`src/design/pwm_event_pkg.sv`:
```
`default_nettype none

package pwm_event_pkg;

    // ------------------------------------------------------------
    // channel bank size
    // ------------------------------------------------------------

    // number of pwm channels in the bank
    localparam int num_channels = 4;

    // ------------------------------------------------------------
    // event decimation and interrupt side
    // ------------------------------------------------------------

    // width of the per channel event decimation counter
    localparam int event_count_width = 3;

    // decimation value, event every (n+1) raw events
    typedef logic [event_count_width-1:0] event_count_t;

    // one bit per channel
    // used for channel events, matrix select and pending bits
    typedef logic [num_channels-1:0] channel_mask_t;

endpackage

`default_nettype wire
```
`src/design/pwm_timer_pkg.sv`:
```
`default_nettype none

package pwm_timer_pkg;

    // event counter type lives with the interrupt side
    import pwm_event_pkg::*;

    // ------------------------------------------------------------
    // widths
    // ------------------------------------------------------------

    // carrier, period and compare width
    localparam int carrier_width = 16;
    // dead time counter width, in clk cycles
    localparam int dtime_width = 8;

    typedef logic [carrier_width-1:0] carrier_t;
    typedef logic [dtime_width-1:0] dtime_t;

    // ------------------------------------------------------------
    // mode encodings
    // ------------------------------------------------------------

    // carrier count direction
    typedef enum logic [1:0] {
        count_up     = 2'd0,
        count_down   = 2'd1,
        count_updown = 2'd2
    } count_mode_t;

    // which carrier points raise a raw event
    typedef enum logic [1:0] {
        event_zero   = 2'd0,
        event_period = 2'd1,
        event_both   = 2'd2
    } mask_mode_t;

    // ------------------------------------------------------------
    // full setting of one channel
    // ------------------------------------------------------------
    typedef struct packed {
        logic         carrier_on;   // channel enable, anded with global pwm_on
        logic         dt_on;        // dead time insertion enable
        logic         logic_a;      // 1 = output a active high
        logic         logic_b;      // 1 = output b active high
        count_mode_t  count_mode;
        mask_mode_t   mask_mode;
        carrier_t     period;
        carrier_t     init_value;   // loaded while stopped, sets phase
        carrier_t     compare;
        dtime_t       dtime_a;      // delay on rising edge of a
        dtime_t       dtime_b;      // delay on rising edge of b
        event_count_t event_count;
    } pwm_chan_cfg_t;

endpackage

`default_nettype wire

```
`src/design/pwm_channel_bank.sv`:
```
`default_nettype none

module pwm_channel_bank (
    input  logic                                                       clk,
    input  logic                                                       reset,
    input  pwm_timer_pkg::pwm_chan_cfg_t [pwm_event_pkg::num_channels-1:0] cfg,
    input  logic                                                       pwm_on,
    input  pwm_event_pkg::channel_mask_t                               int_matrix,
    input  logic                                                       int_ack,
    output pwm_event_pkg::channel_mask_t                               pwm_a,
    output pwm_event_pkg::channel_mask_t                               pwm_b,
    output logic                                                       trigger,
    output logic                                                       interrupt
);

    import pwm_timer_pkg::*;
    import pwm_event_pkg::*;

    // per channel run level, global and channel enable together
    channel_mask_t run;
    // channel events gathered for the matrix
    channel_mask_t events;

    // ------------------------------------------------------------
    // channels, each on its own carrier
    // ------------------------------------------------------------
    for (genvar i = 0; i < num_channels; i++) begin : chan
        carrier_t carrier;

        assign run[i] = pwm_on && cfg[i].carrier_on;

        pwm_carrier u_carrier (
            .clk        (clk),
            .reset      (reset),
            .cfg        (cfg[i]),
            .run        (run[i]),
            .carrier    (carrier),
            .chan_event (events[i])
        );

        pwm_compare_dt u_compare (
            .clk     (clk),
            .reset   (reset),
            .cfg     (cfg[i]),
            .run     (run[i]),
            .carrier (carrier),
            .pwm_a   (pwm_a[i]),
            .pwm_b   (pwm_b[i])
        );
    end

    // shared trigger and interrupt
    pwm_interrupt_matrix u_int_matrix (
        .clk        (clk),
        .reset      (reset),
        .events     (events),
        .int_matrix (int_matrix),
        .int_ack    (int_ack),
        .trigger    (trigger),
        .interrupt  (interrupt)
    );

endmodule

`default_nettype wire

```
`src/design/pwm_interrupt_matrix.sv`:
```
`default_nettype none

module pwm_interrupt_matrix (
    input  logic                         clk,
    input  logic                         reset,
    input  pwm_event_pkg::channel_mask_t events,
    input  pwm_event_pkg::channel_mask_t int_matrix,
    input  logic                         int_ack,
    output logic                         trigger,
    output logic                         interrupt
);

    import pwm_event_pkg::*;

    // ------------------------------------------------------------
    // event selection
    // ------------------------------------------------------------

    // events routed to the interrupt side
    channel_mask_t selected;
    // one pending bit per channel
    channel_mask_t pending;

    assign selected = events & int_matrix;

    // ------------------------------------------------------------
    // pending latch, trigger and interrupt level
    // ------------------------------------------------------------
    always_ff @(posedge clk) begin
        if (reset) begin
            pending <= '0;
            trigger <= 1'b0;
            interrupt <= 1'b0;
        end else begin
            // one cycle pulse after any selected event
            trigger <= |selected;
            // ack clears old bits, a new event in the same cycle wins
            if (int_ack) begin
                pending <= selected;
            end else begin
                pending <= pending | selected;
            end
            // level follows pending one clock later
            interrupt <= |pending;
        end
    end

endmodule

`default_nettype wire

```
`src/design/pwm_compare_dt.sv`:
```
`default_nettype none

module pwm_compare_dt (
    input  logic                        clk,
    input  logic                        reset,
    input  pwm_timer_pkg::pwm_chan_cfg_t cfg,
    input  logic                        run,
    input  pwm_timer_pkg::carrier_t     carrier,
    output logic                        pwm_a,
    output logic                        pwm_b
);

    import pwm_timer_pkg::*;

    // index 0 is output a, index 1 is output b
    localparam int out_a = 0;
    localparam int out_b = 1;

    // ------------------------------------------------------------
    // compare stage
    // ------------------------------------------------------------

    // carrier below compare, unregistered
    logic           below;
    // registered complementary pair, before dead time
    logic [1:0]     raw_q;

    // dead time stage
    dtime_t [1:0]   dt_load;
    dtime_t [1:0]   dt_cnt;
    // internal active high levels after dead time
    logic [1:0]     level;

    assign below = carrier < cfg.compare;

    // both raw levels low while stopped
    always_ff @(posedge clk) begin
        if (reset || !run) begin
            raw_q <= '0;
        end else begin
            raw_q[out_a] <= below;
            raw_q[out_b] <= !below;
        end
    end

    // ------------------------------------------------------------
    // dead time insertion
    // ------------------------------------------------------------

    // separate delay for each rising edge
    assign dt_load[out_a] = cfg.dtime_a;
    assign dt_load[out_b] = cfg.dtime_b;

    // counter reloads while raw is low and counts down once raw rises
    // level goes high when it reaches zero, falls with raw at once
    always_ff @(posedge clk) begin
        for (int k = 0; k < 2; k++) begin
            if (reset || !run) begin
                level[k] <= 1'b0;
                dt_cnt[k] <= '0;
            end else if (!raw_q[k]) begin
                // falling edge passes straight through
                level[k] <= 1'b0;
                dt_cnt[k] <= dt_load[k];
            end else if (!cfg.dt_on || dt_cnt[k] == '0) begin
                level[k] <= 1'b1;
            end else begin
                // hold back the rising edge
                dt_cnt[k] <= dt_cnt[k] - 1'b1;
            end
        end
    end

    // ------------------------------------------------------------
    // output polarity
    // ------------------------------------------------------------

    // logic bit 1 gives active high, 0 gives active low
    // so a stopped channel sits at the inverse of its logic bit
    assign pwm_a = cfg.logic_a ? level[out_a] : !level[out_a];
    assign pwm_b = cfg.logic_b ? level[out_b] : !level[out_b];

endmodule

`default_nettype wire

```
`src/design/pwm_carrier.sv`:
```
`default_nettype none

module pwm_carrier (
    input  logic                        clk,
    input  logic                        reset,
    input  pwm_timer_pkg::pwm_chan_cfg_t cfg,
    input  logic                        run,
    output pwm_timer_pkg::carrier_t     carrier,
    output logic                        chan_event
);

    import pwm_timer_pkg::*;
    import pwm_event_pkg::*;

    // ------------------------------------------------------------
    // carrier counter
    // ------------------------------------------------------------

    carrier_t     carrier_next;
    // up-down direction, 1 while counting down
    logic         dir_down;
    logic         dir_down_next;

    // raw event detection
    logic         at_zero;
    logic         at_period;
    logic         raw_event;

    // decimation counter
    event_count_t event_cnt;

    // next carrier value per count mode
    always_comb begin
        carrier_next = carrier;
        dir_down_next = dir_down;
        case (cfg.count_mode)
            count_down: begin
                // wrap back to period at zero
                // also catches an init value above period
                if (carrier == '0 || carrier > cfg.period) begin
                    carrier_next = cfg.period;
                end else begin
                    carrier_next = carrier - 1'b1;
                end
            end
            count_updown: begin
                if (!dir_down) begin
                    // turn around at the top
                    if (carrier >= cfg.period) begin
                        carrier_next = cfg.period - 1'b1;
                        dir_down_next = 1'b1;
                    end else begin
                        carrier_next = carrier + 1'b1;
                    end
                end else begin
                    // turn around at the bottom
                    if (carrier == '0) begin
                        carrier_next = carrier + 1'b1;
                        dir_down_next = 1'b0;
                    end else begin
                        carrier_next = carrier - 1'b1;
                    end
                end
            end
            default: begin
                // up mode, period+1 clocks per cycle
                if (carrier >= cfg.period) begin
                    carrier_next = '0;
                end else begin
                    carrier_next = carrier + 1'b1;
                end
            end
        endcase
    end

    // stopped channel holds init_value, ready for a phase shifted start
    always_ff @(posedge clk) begin
        if (reset || !run) begin
            carrier <= cfg.init_value;
            dir_down <= 1'b0;
        end else begin
            carrier <= carrier_next;
            dir_down <= dir_down_next;
        end
    end

    // ------------------------------------------------------------
    // event detection and decimation
    // ------------------------------------------------------------

    // compare on the registered carrier
    assign at_zero = run && (carrier == '0);
    assign at_period = run && (carrier == cfg.period);

    always_comb begin
        case (cfg.mask_mode)
            event_zero:   raw_event = at_zero;
            event_period: raw_event = at_period;
            event_both:   raw_event = at_zero || at_period;
            default:      raw_event = 1'b0;
        endcase
    end

    // pulse after every (event_count+1)-th raw event, then restart
    always_ff @(posedge clk) begin
        if (reset || !run) begin
            event_cnt <= '0;
            chan_event <= 1'b0;
        end else begin
            chan_event <= 1'b0;
            if (raw_event) begin
                if (event_cnt >= cfg.event_count) begin
                    event_cnt <= '0;
                    chan_event <= 1'b1;
                end else begin
                    event_cnt <= event_cnt + 1'b1;
                end
            end
        end
    end

endmodule

`default_nettype wire

```
`config.mk`:
```
export PLATFORM = sky130hd
export DESIGN_NAME = pwm_channel_bank
export DESIGN_NICKNAME = d
export VERILOG_FILES = /design/src/design/pwm_event_pkg.sv /design/src/design/pwm_timer_pkg.sv /design/src/design/pwm_channel_bank.sv /design/src/design/pwm_interrupt_matrix.sv /design/src/design/pwm_compare_dt.sv /design/src/design/pwm_carrier.sv
export SDC_FILE = /design/constraint.sdc
export NUM_CORES = 1
export LEC_CHECK = 0
export BUFFER_PORTS_ARGS = -buffer_cell sky130_fd_sc_hd__buf_4
export CELL_PAD_IN_SITES_DETAIL_PLACEMENT = 1
export CELL_PAD_IN_SITES_GLOBAL_PLACEMENT = 1
export CORE_UTILIZATION = 45
export CTS_CLUSTER_SIZE = 10
export DETAILED_ROUTE_END_ITERATION = 8
export GPL_TIMING_DRIVEN = 1
export PLACE_DENSITY_LB_ADDON = 0.1
export RECOVER_POWER = 25
export SLEW_MARGIN = 10
export SYNTH_ARGS = -nofsm -noshare
export SYNTH_HDL_FRONTEND = slang
export SYNTH_SLANG_ARGS = --single-unit
```
`constraint.sdc`:
```
create_clock -name clk -period 6.15 [get_ports clk]
set_clock_uncertainty 0.05 [all_clocks]
set_input_delay 0.3075 -clock clk [delete_from_list [all_inputs] [get_ports clk]]
set_output_delay 0.3075 -clock clk [all_outputs]
set_load 0.01 [all_outputs]
```
==> insert_results.sql <==
INSERT INTO impl_metrics (metric_group, metric, value, unit) VALUES
('status', 'run_status', 'finished clean', ''),
('sta', 'finalSetupViolCount', '0', ''),
('critical_path', 'setup.reg_to_reg.worst_slack', '2.25', 'ns'),
('clocking', 'post_cts_buffers', '0', ''),
('detailed_routing', 'drtIter0Drc', '1115', ''),
('critical_path', 'timing.critical_path.slowest_stage_cell', 'sky130_fd_sc_hd__a21boi_1', ''),
('critical_path', 'worstRegToRegCells', '10', ''),
('placed_design', 'gp_congestion', '0.970', ''),
('die', 'fp.coreArea', '0.0378', 'mm^2'),
('detailed_routing', 'drcViolationCount', '0', ''),
('clocking', 'postCtsResizedCells', '0', ''),
('logic_synthesis', 'postSynthCellCount', '2354', ''),
('logic_synthesis', 'yosys_register_bits', '170', ''),
('die', 'fp.dieArea', '0.0394', 'mm^2'),
('sta', 'worst_slew_pin_slew', '1.44', 'ns'),
('finish', 'nets', '3046', ''),
('global_route', 'grt_pass1_vias', '19500', ''),
('die', 'count_of_standard_cell_rows', '71', ''),
('sta', 'setup_repair_after_global_routing_missed_its_margin', 'false', ''),
('finish', 'multiInputGateArea', '0.0126', 'mm^2'),
('clocking', 'clk_pin_slew_worst_paths', '0.08', 'ns'),
('sta', 'post_route_minimum_period', '3.90', 'ns'),
('critical_path', 'cp.required', '6.44', 'ns'),
('sta', 'max_clock_freq', '256', 'MHz'),
('logic_synthesis', 'synth_top_cell_by_area', 'sky130_fd_sc_hd__dfxtp_1', ''),
('detailed_routing', 'drtAntennaViolNets', '0', ''),
('logic_synthesis', 'syn-cell-area', '0.0174', 'mm^2'),
('power', 'power.leakage', '8.84', 'nW'),
('critical_path', 'worstPathCellList', 'ha_1 -> a21o_1 -> nand3_1 -> a21oi_1 -> a2111o_1 -> a21boi_1 -> buf_4 -> mux2_4 -> a221oi_2 -> o21ai_1', ''),
('critical_path', 'critical_path.startpoint', 'chan[0].u_carrier.carrier[9]', ''),
('critical_path', 'crit_end', 'chan[0].u_carrier.carrier[7]', ''),
('global_route', 'grt_start_max_net_pins', '35', ''),
('clocking', 'tritoncts_clock_tree', 'done', ''),
('detailed_routing', 'detailroute.via_count', '18800', ''),
('clocking', 'clock_tree_buf_depth', '2', ''),
('placed_design', 'placement.io_buffers', '317', ''),
('critical_path', 'worst_r2r_startpoint', 'chan[0].u_carrier.carrier[9]', ''),
('sta', 'final-max-slew-violation-count', '0', ''),
('critical_path', 'critPathArrivalTime', '4.19', 'ns'),
('logic_synthesis', 'synth.yosys.warnings', '0', ''),
('die', 'die_h', '199', 'um'),
('detailed_routing', 'detail_route.vias_per_cell', '6.07', ''),
('critical_path', 'crit_family', 'compound AO/OA/AOI/OAI gates', ''),
('detailed_routing', 'detailedRoute.firstPassIterationCount', '5', ''),
('critical_path', 'slowest_delay', '0.87', 'ns'),
('logic_synthesis', 'netlist.area_leader.share', '19.6', '%'),
('placed_design', 'pre_cts_ws', '2.35', 'ns'),
('logic_synthesis', 'synth_most_common_cell', 'sky130_fd_sc_hd__nand2_1', ''),
('finish', 'fill_cells', '4924', ''),
('clocking', 'cts_max_level', '4', ''),
('critical_path', 'critPathBufInv', '1', ''),
('power', 'ir_worst_vdd', '0.194', 'mV'),
('sta', 'finalCritPeriodShare', '63.4', '%'),
('sta', 'timing.slew.headroom', '4.01', '%'),
('logic_synthesis', 'synthDistinctLibCells', '92', ''),
('critical_path', 'critPathLaunchType', 'flip-flop', ''),
('sta', 'post-route-worst-setup-slack', '2.25', 'ns'),
('sta', 'hold_violations', '0', ''),
('critical_path', 'r2r-end', 'chan[0].u_carrier.carrier[7]', ''),
('clocking', 'cts_sinks', '170', ''),
('clocking', 'cts_inserted_buffers', '17', ''),
('power', 'pwr_density_cell', '180', 'mW/mm^2'),
('sta', 'accumulated_negative_setup_slack', '0', 'ns'),
('logic_synthesis', 'synth_nets', '2838', ''),
('logic_synthesis', 'synth_flop_cell', 'sky130_fd_sc_hd__dfxtp_1', ''),
('placed_design', 'dp_hpwl', '49700', 'um'),
('die', 'die_width', '199', 'um'),
('logic_synthesis', 'synth-edff-count', '0', ''),
('finish', 'final_layout_size_suffix_gt1_share', '15.5', '%'),
('finish', 'area.sequential', '0.00340', 'mm^2'),
('critical_path', 'critPathKind', 'flip-flop to flip-flop', '');
kinds of logic after synthesis:
logic type	synth area share (%)
adders and majority gates	12.7
and+or+nand+nor	23.9
buffers and inverters	7.81
muxes	3.27
DFF	19.6
xor gates and xnor gates	10.6
AOI/OAI and AO/OA	22.2
power by group:
| part | switching (W) | internal [W] | total (W) |
|---|---|---|---|
| Combinational | 0.000721 | 0.000575 | 0.00130 |
| Sequential | 0.000143 | 0.00116 | 0.00130 |
| Clock | 0.000536 | 0.000556 | 0.00109 |
| Total | 0.00140 | 0.00229 | 0.00369 |
state kept, by name, indices dropped and copies added, names as in the netlist:
name	cells
chan.u_compare.level	8
chan.u_carrier.chan_event	4
chan.u_compare.raw_q	8
u_int_matrix.interrupt	1
chan.u_carrier.event_cnt	12
chan.u_carrier.carrier	64
chan.u_carrier.dir_down	4
u_int_matrix.trigger	1
u_int_matrix.pending	4
chan.u_compare.dt_cnt	64
how the worst min path moves through the flow:
| stage | startpoint | end | slack, ns | cells past startpoint |
|---|---|---|---|---|
| after detailed placement | chan[1].u_carrier.event_cnt[0] | chan[1].u_carrier.event_cnt[0] | 0.42 | 2 |
| after CTS | cfg[46] | chan[0].u_carrier.carrier[11] | 0.0005 | 3 |
| after global routing | cfg[120] | chan[1].u_carrier.carrier[10] | 0.02 | 3 |
| after floorplan | cfg[195] | chan[2].u_carrier.carrier[10] | 0.37 | 2 |
| after global placement | u_int_matrix.pending[0] | u_int_matrix.pending[0] | 0.41 | 2 |
| final | cfg[269] | chan[3].u_carrier.carrier[9] | 0.01 | 3 |
area by class of cell:
| class | instances | share of cell area (%) |
|---|---|---|
| diodes | 7 | 0.0857 |
| clock buffers | 21 | 2.30 |
| clock inverters | 11 | 0.435 |
| inverters | 193 | 3.54 |
| multi-input cells | 1847 | 61.8 |
| flip-flops and latches | 170 | 16.7 |
| well taps | 511 | 3.13 |
| repair buffers | 333 | 12.0 |
layer usage:
metal | vias up | wire length (um) | GRT usage [%]
li1 | 8887 | - | -
met1 | 9089 | 27900 | 40.5
met2 | 639 | 31100 | 56.1
met3 | 142 | 3830 | 5.10
met4 | 8 | 2240 | 13.6
met5 | - | 57 | 0
tightest hold or removal path, cell delays in order:
cell	delay (ns)
sky130_fd_sc_hd__buf_4	0.07
sky130_fd_sc_hd__nand2_1	0.03
sky130_fd_sc_hd__o21ai_0	0.05
placed cells by master, fill, tap and decap left out, drive strengths merged, types with 70 or more instances in the layout:
cell type / n
buf: 321
inv: 194
xnor2: 142
nor3: 75
dfxtp: 170
a21oi: 100
nand3: 70
o21ai: 131
nor2: 207
ha: 176
nand2: 208
through the flow:
stage	total power [W]	cell area, um^2
2_1_floorplan	0.00212	17400
3_3_place_gp	0.00254	19900
3_5_place_dp	0.00259	19900
4_1_cts	0.00368	20500
5_1_grt	0.00387	20400
6_report	0.00369	20400
what timing repair did:
| item | 4_1_cts | 5_1_grt |
|---|---|---|
| hold buffers | 1 | 0 |
| endpoints found under the setup margin | 0 | 0 |
| hold endpoints to repair | 1 | 0 |
(Power assumes the default switching activity.)
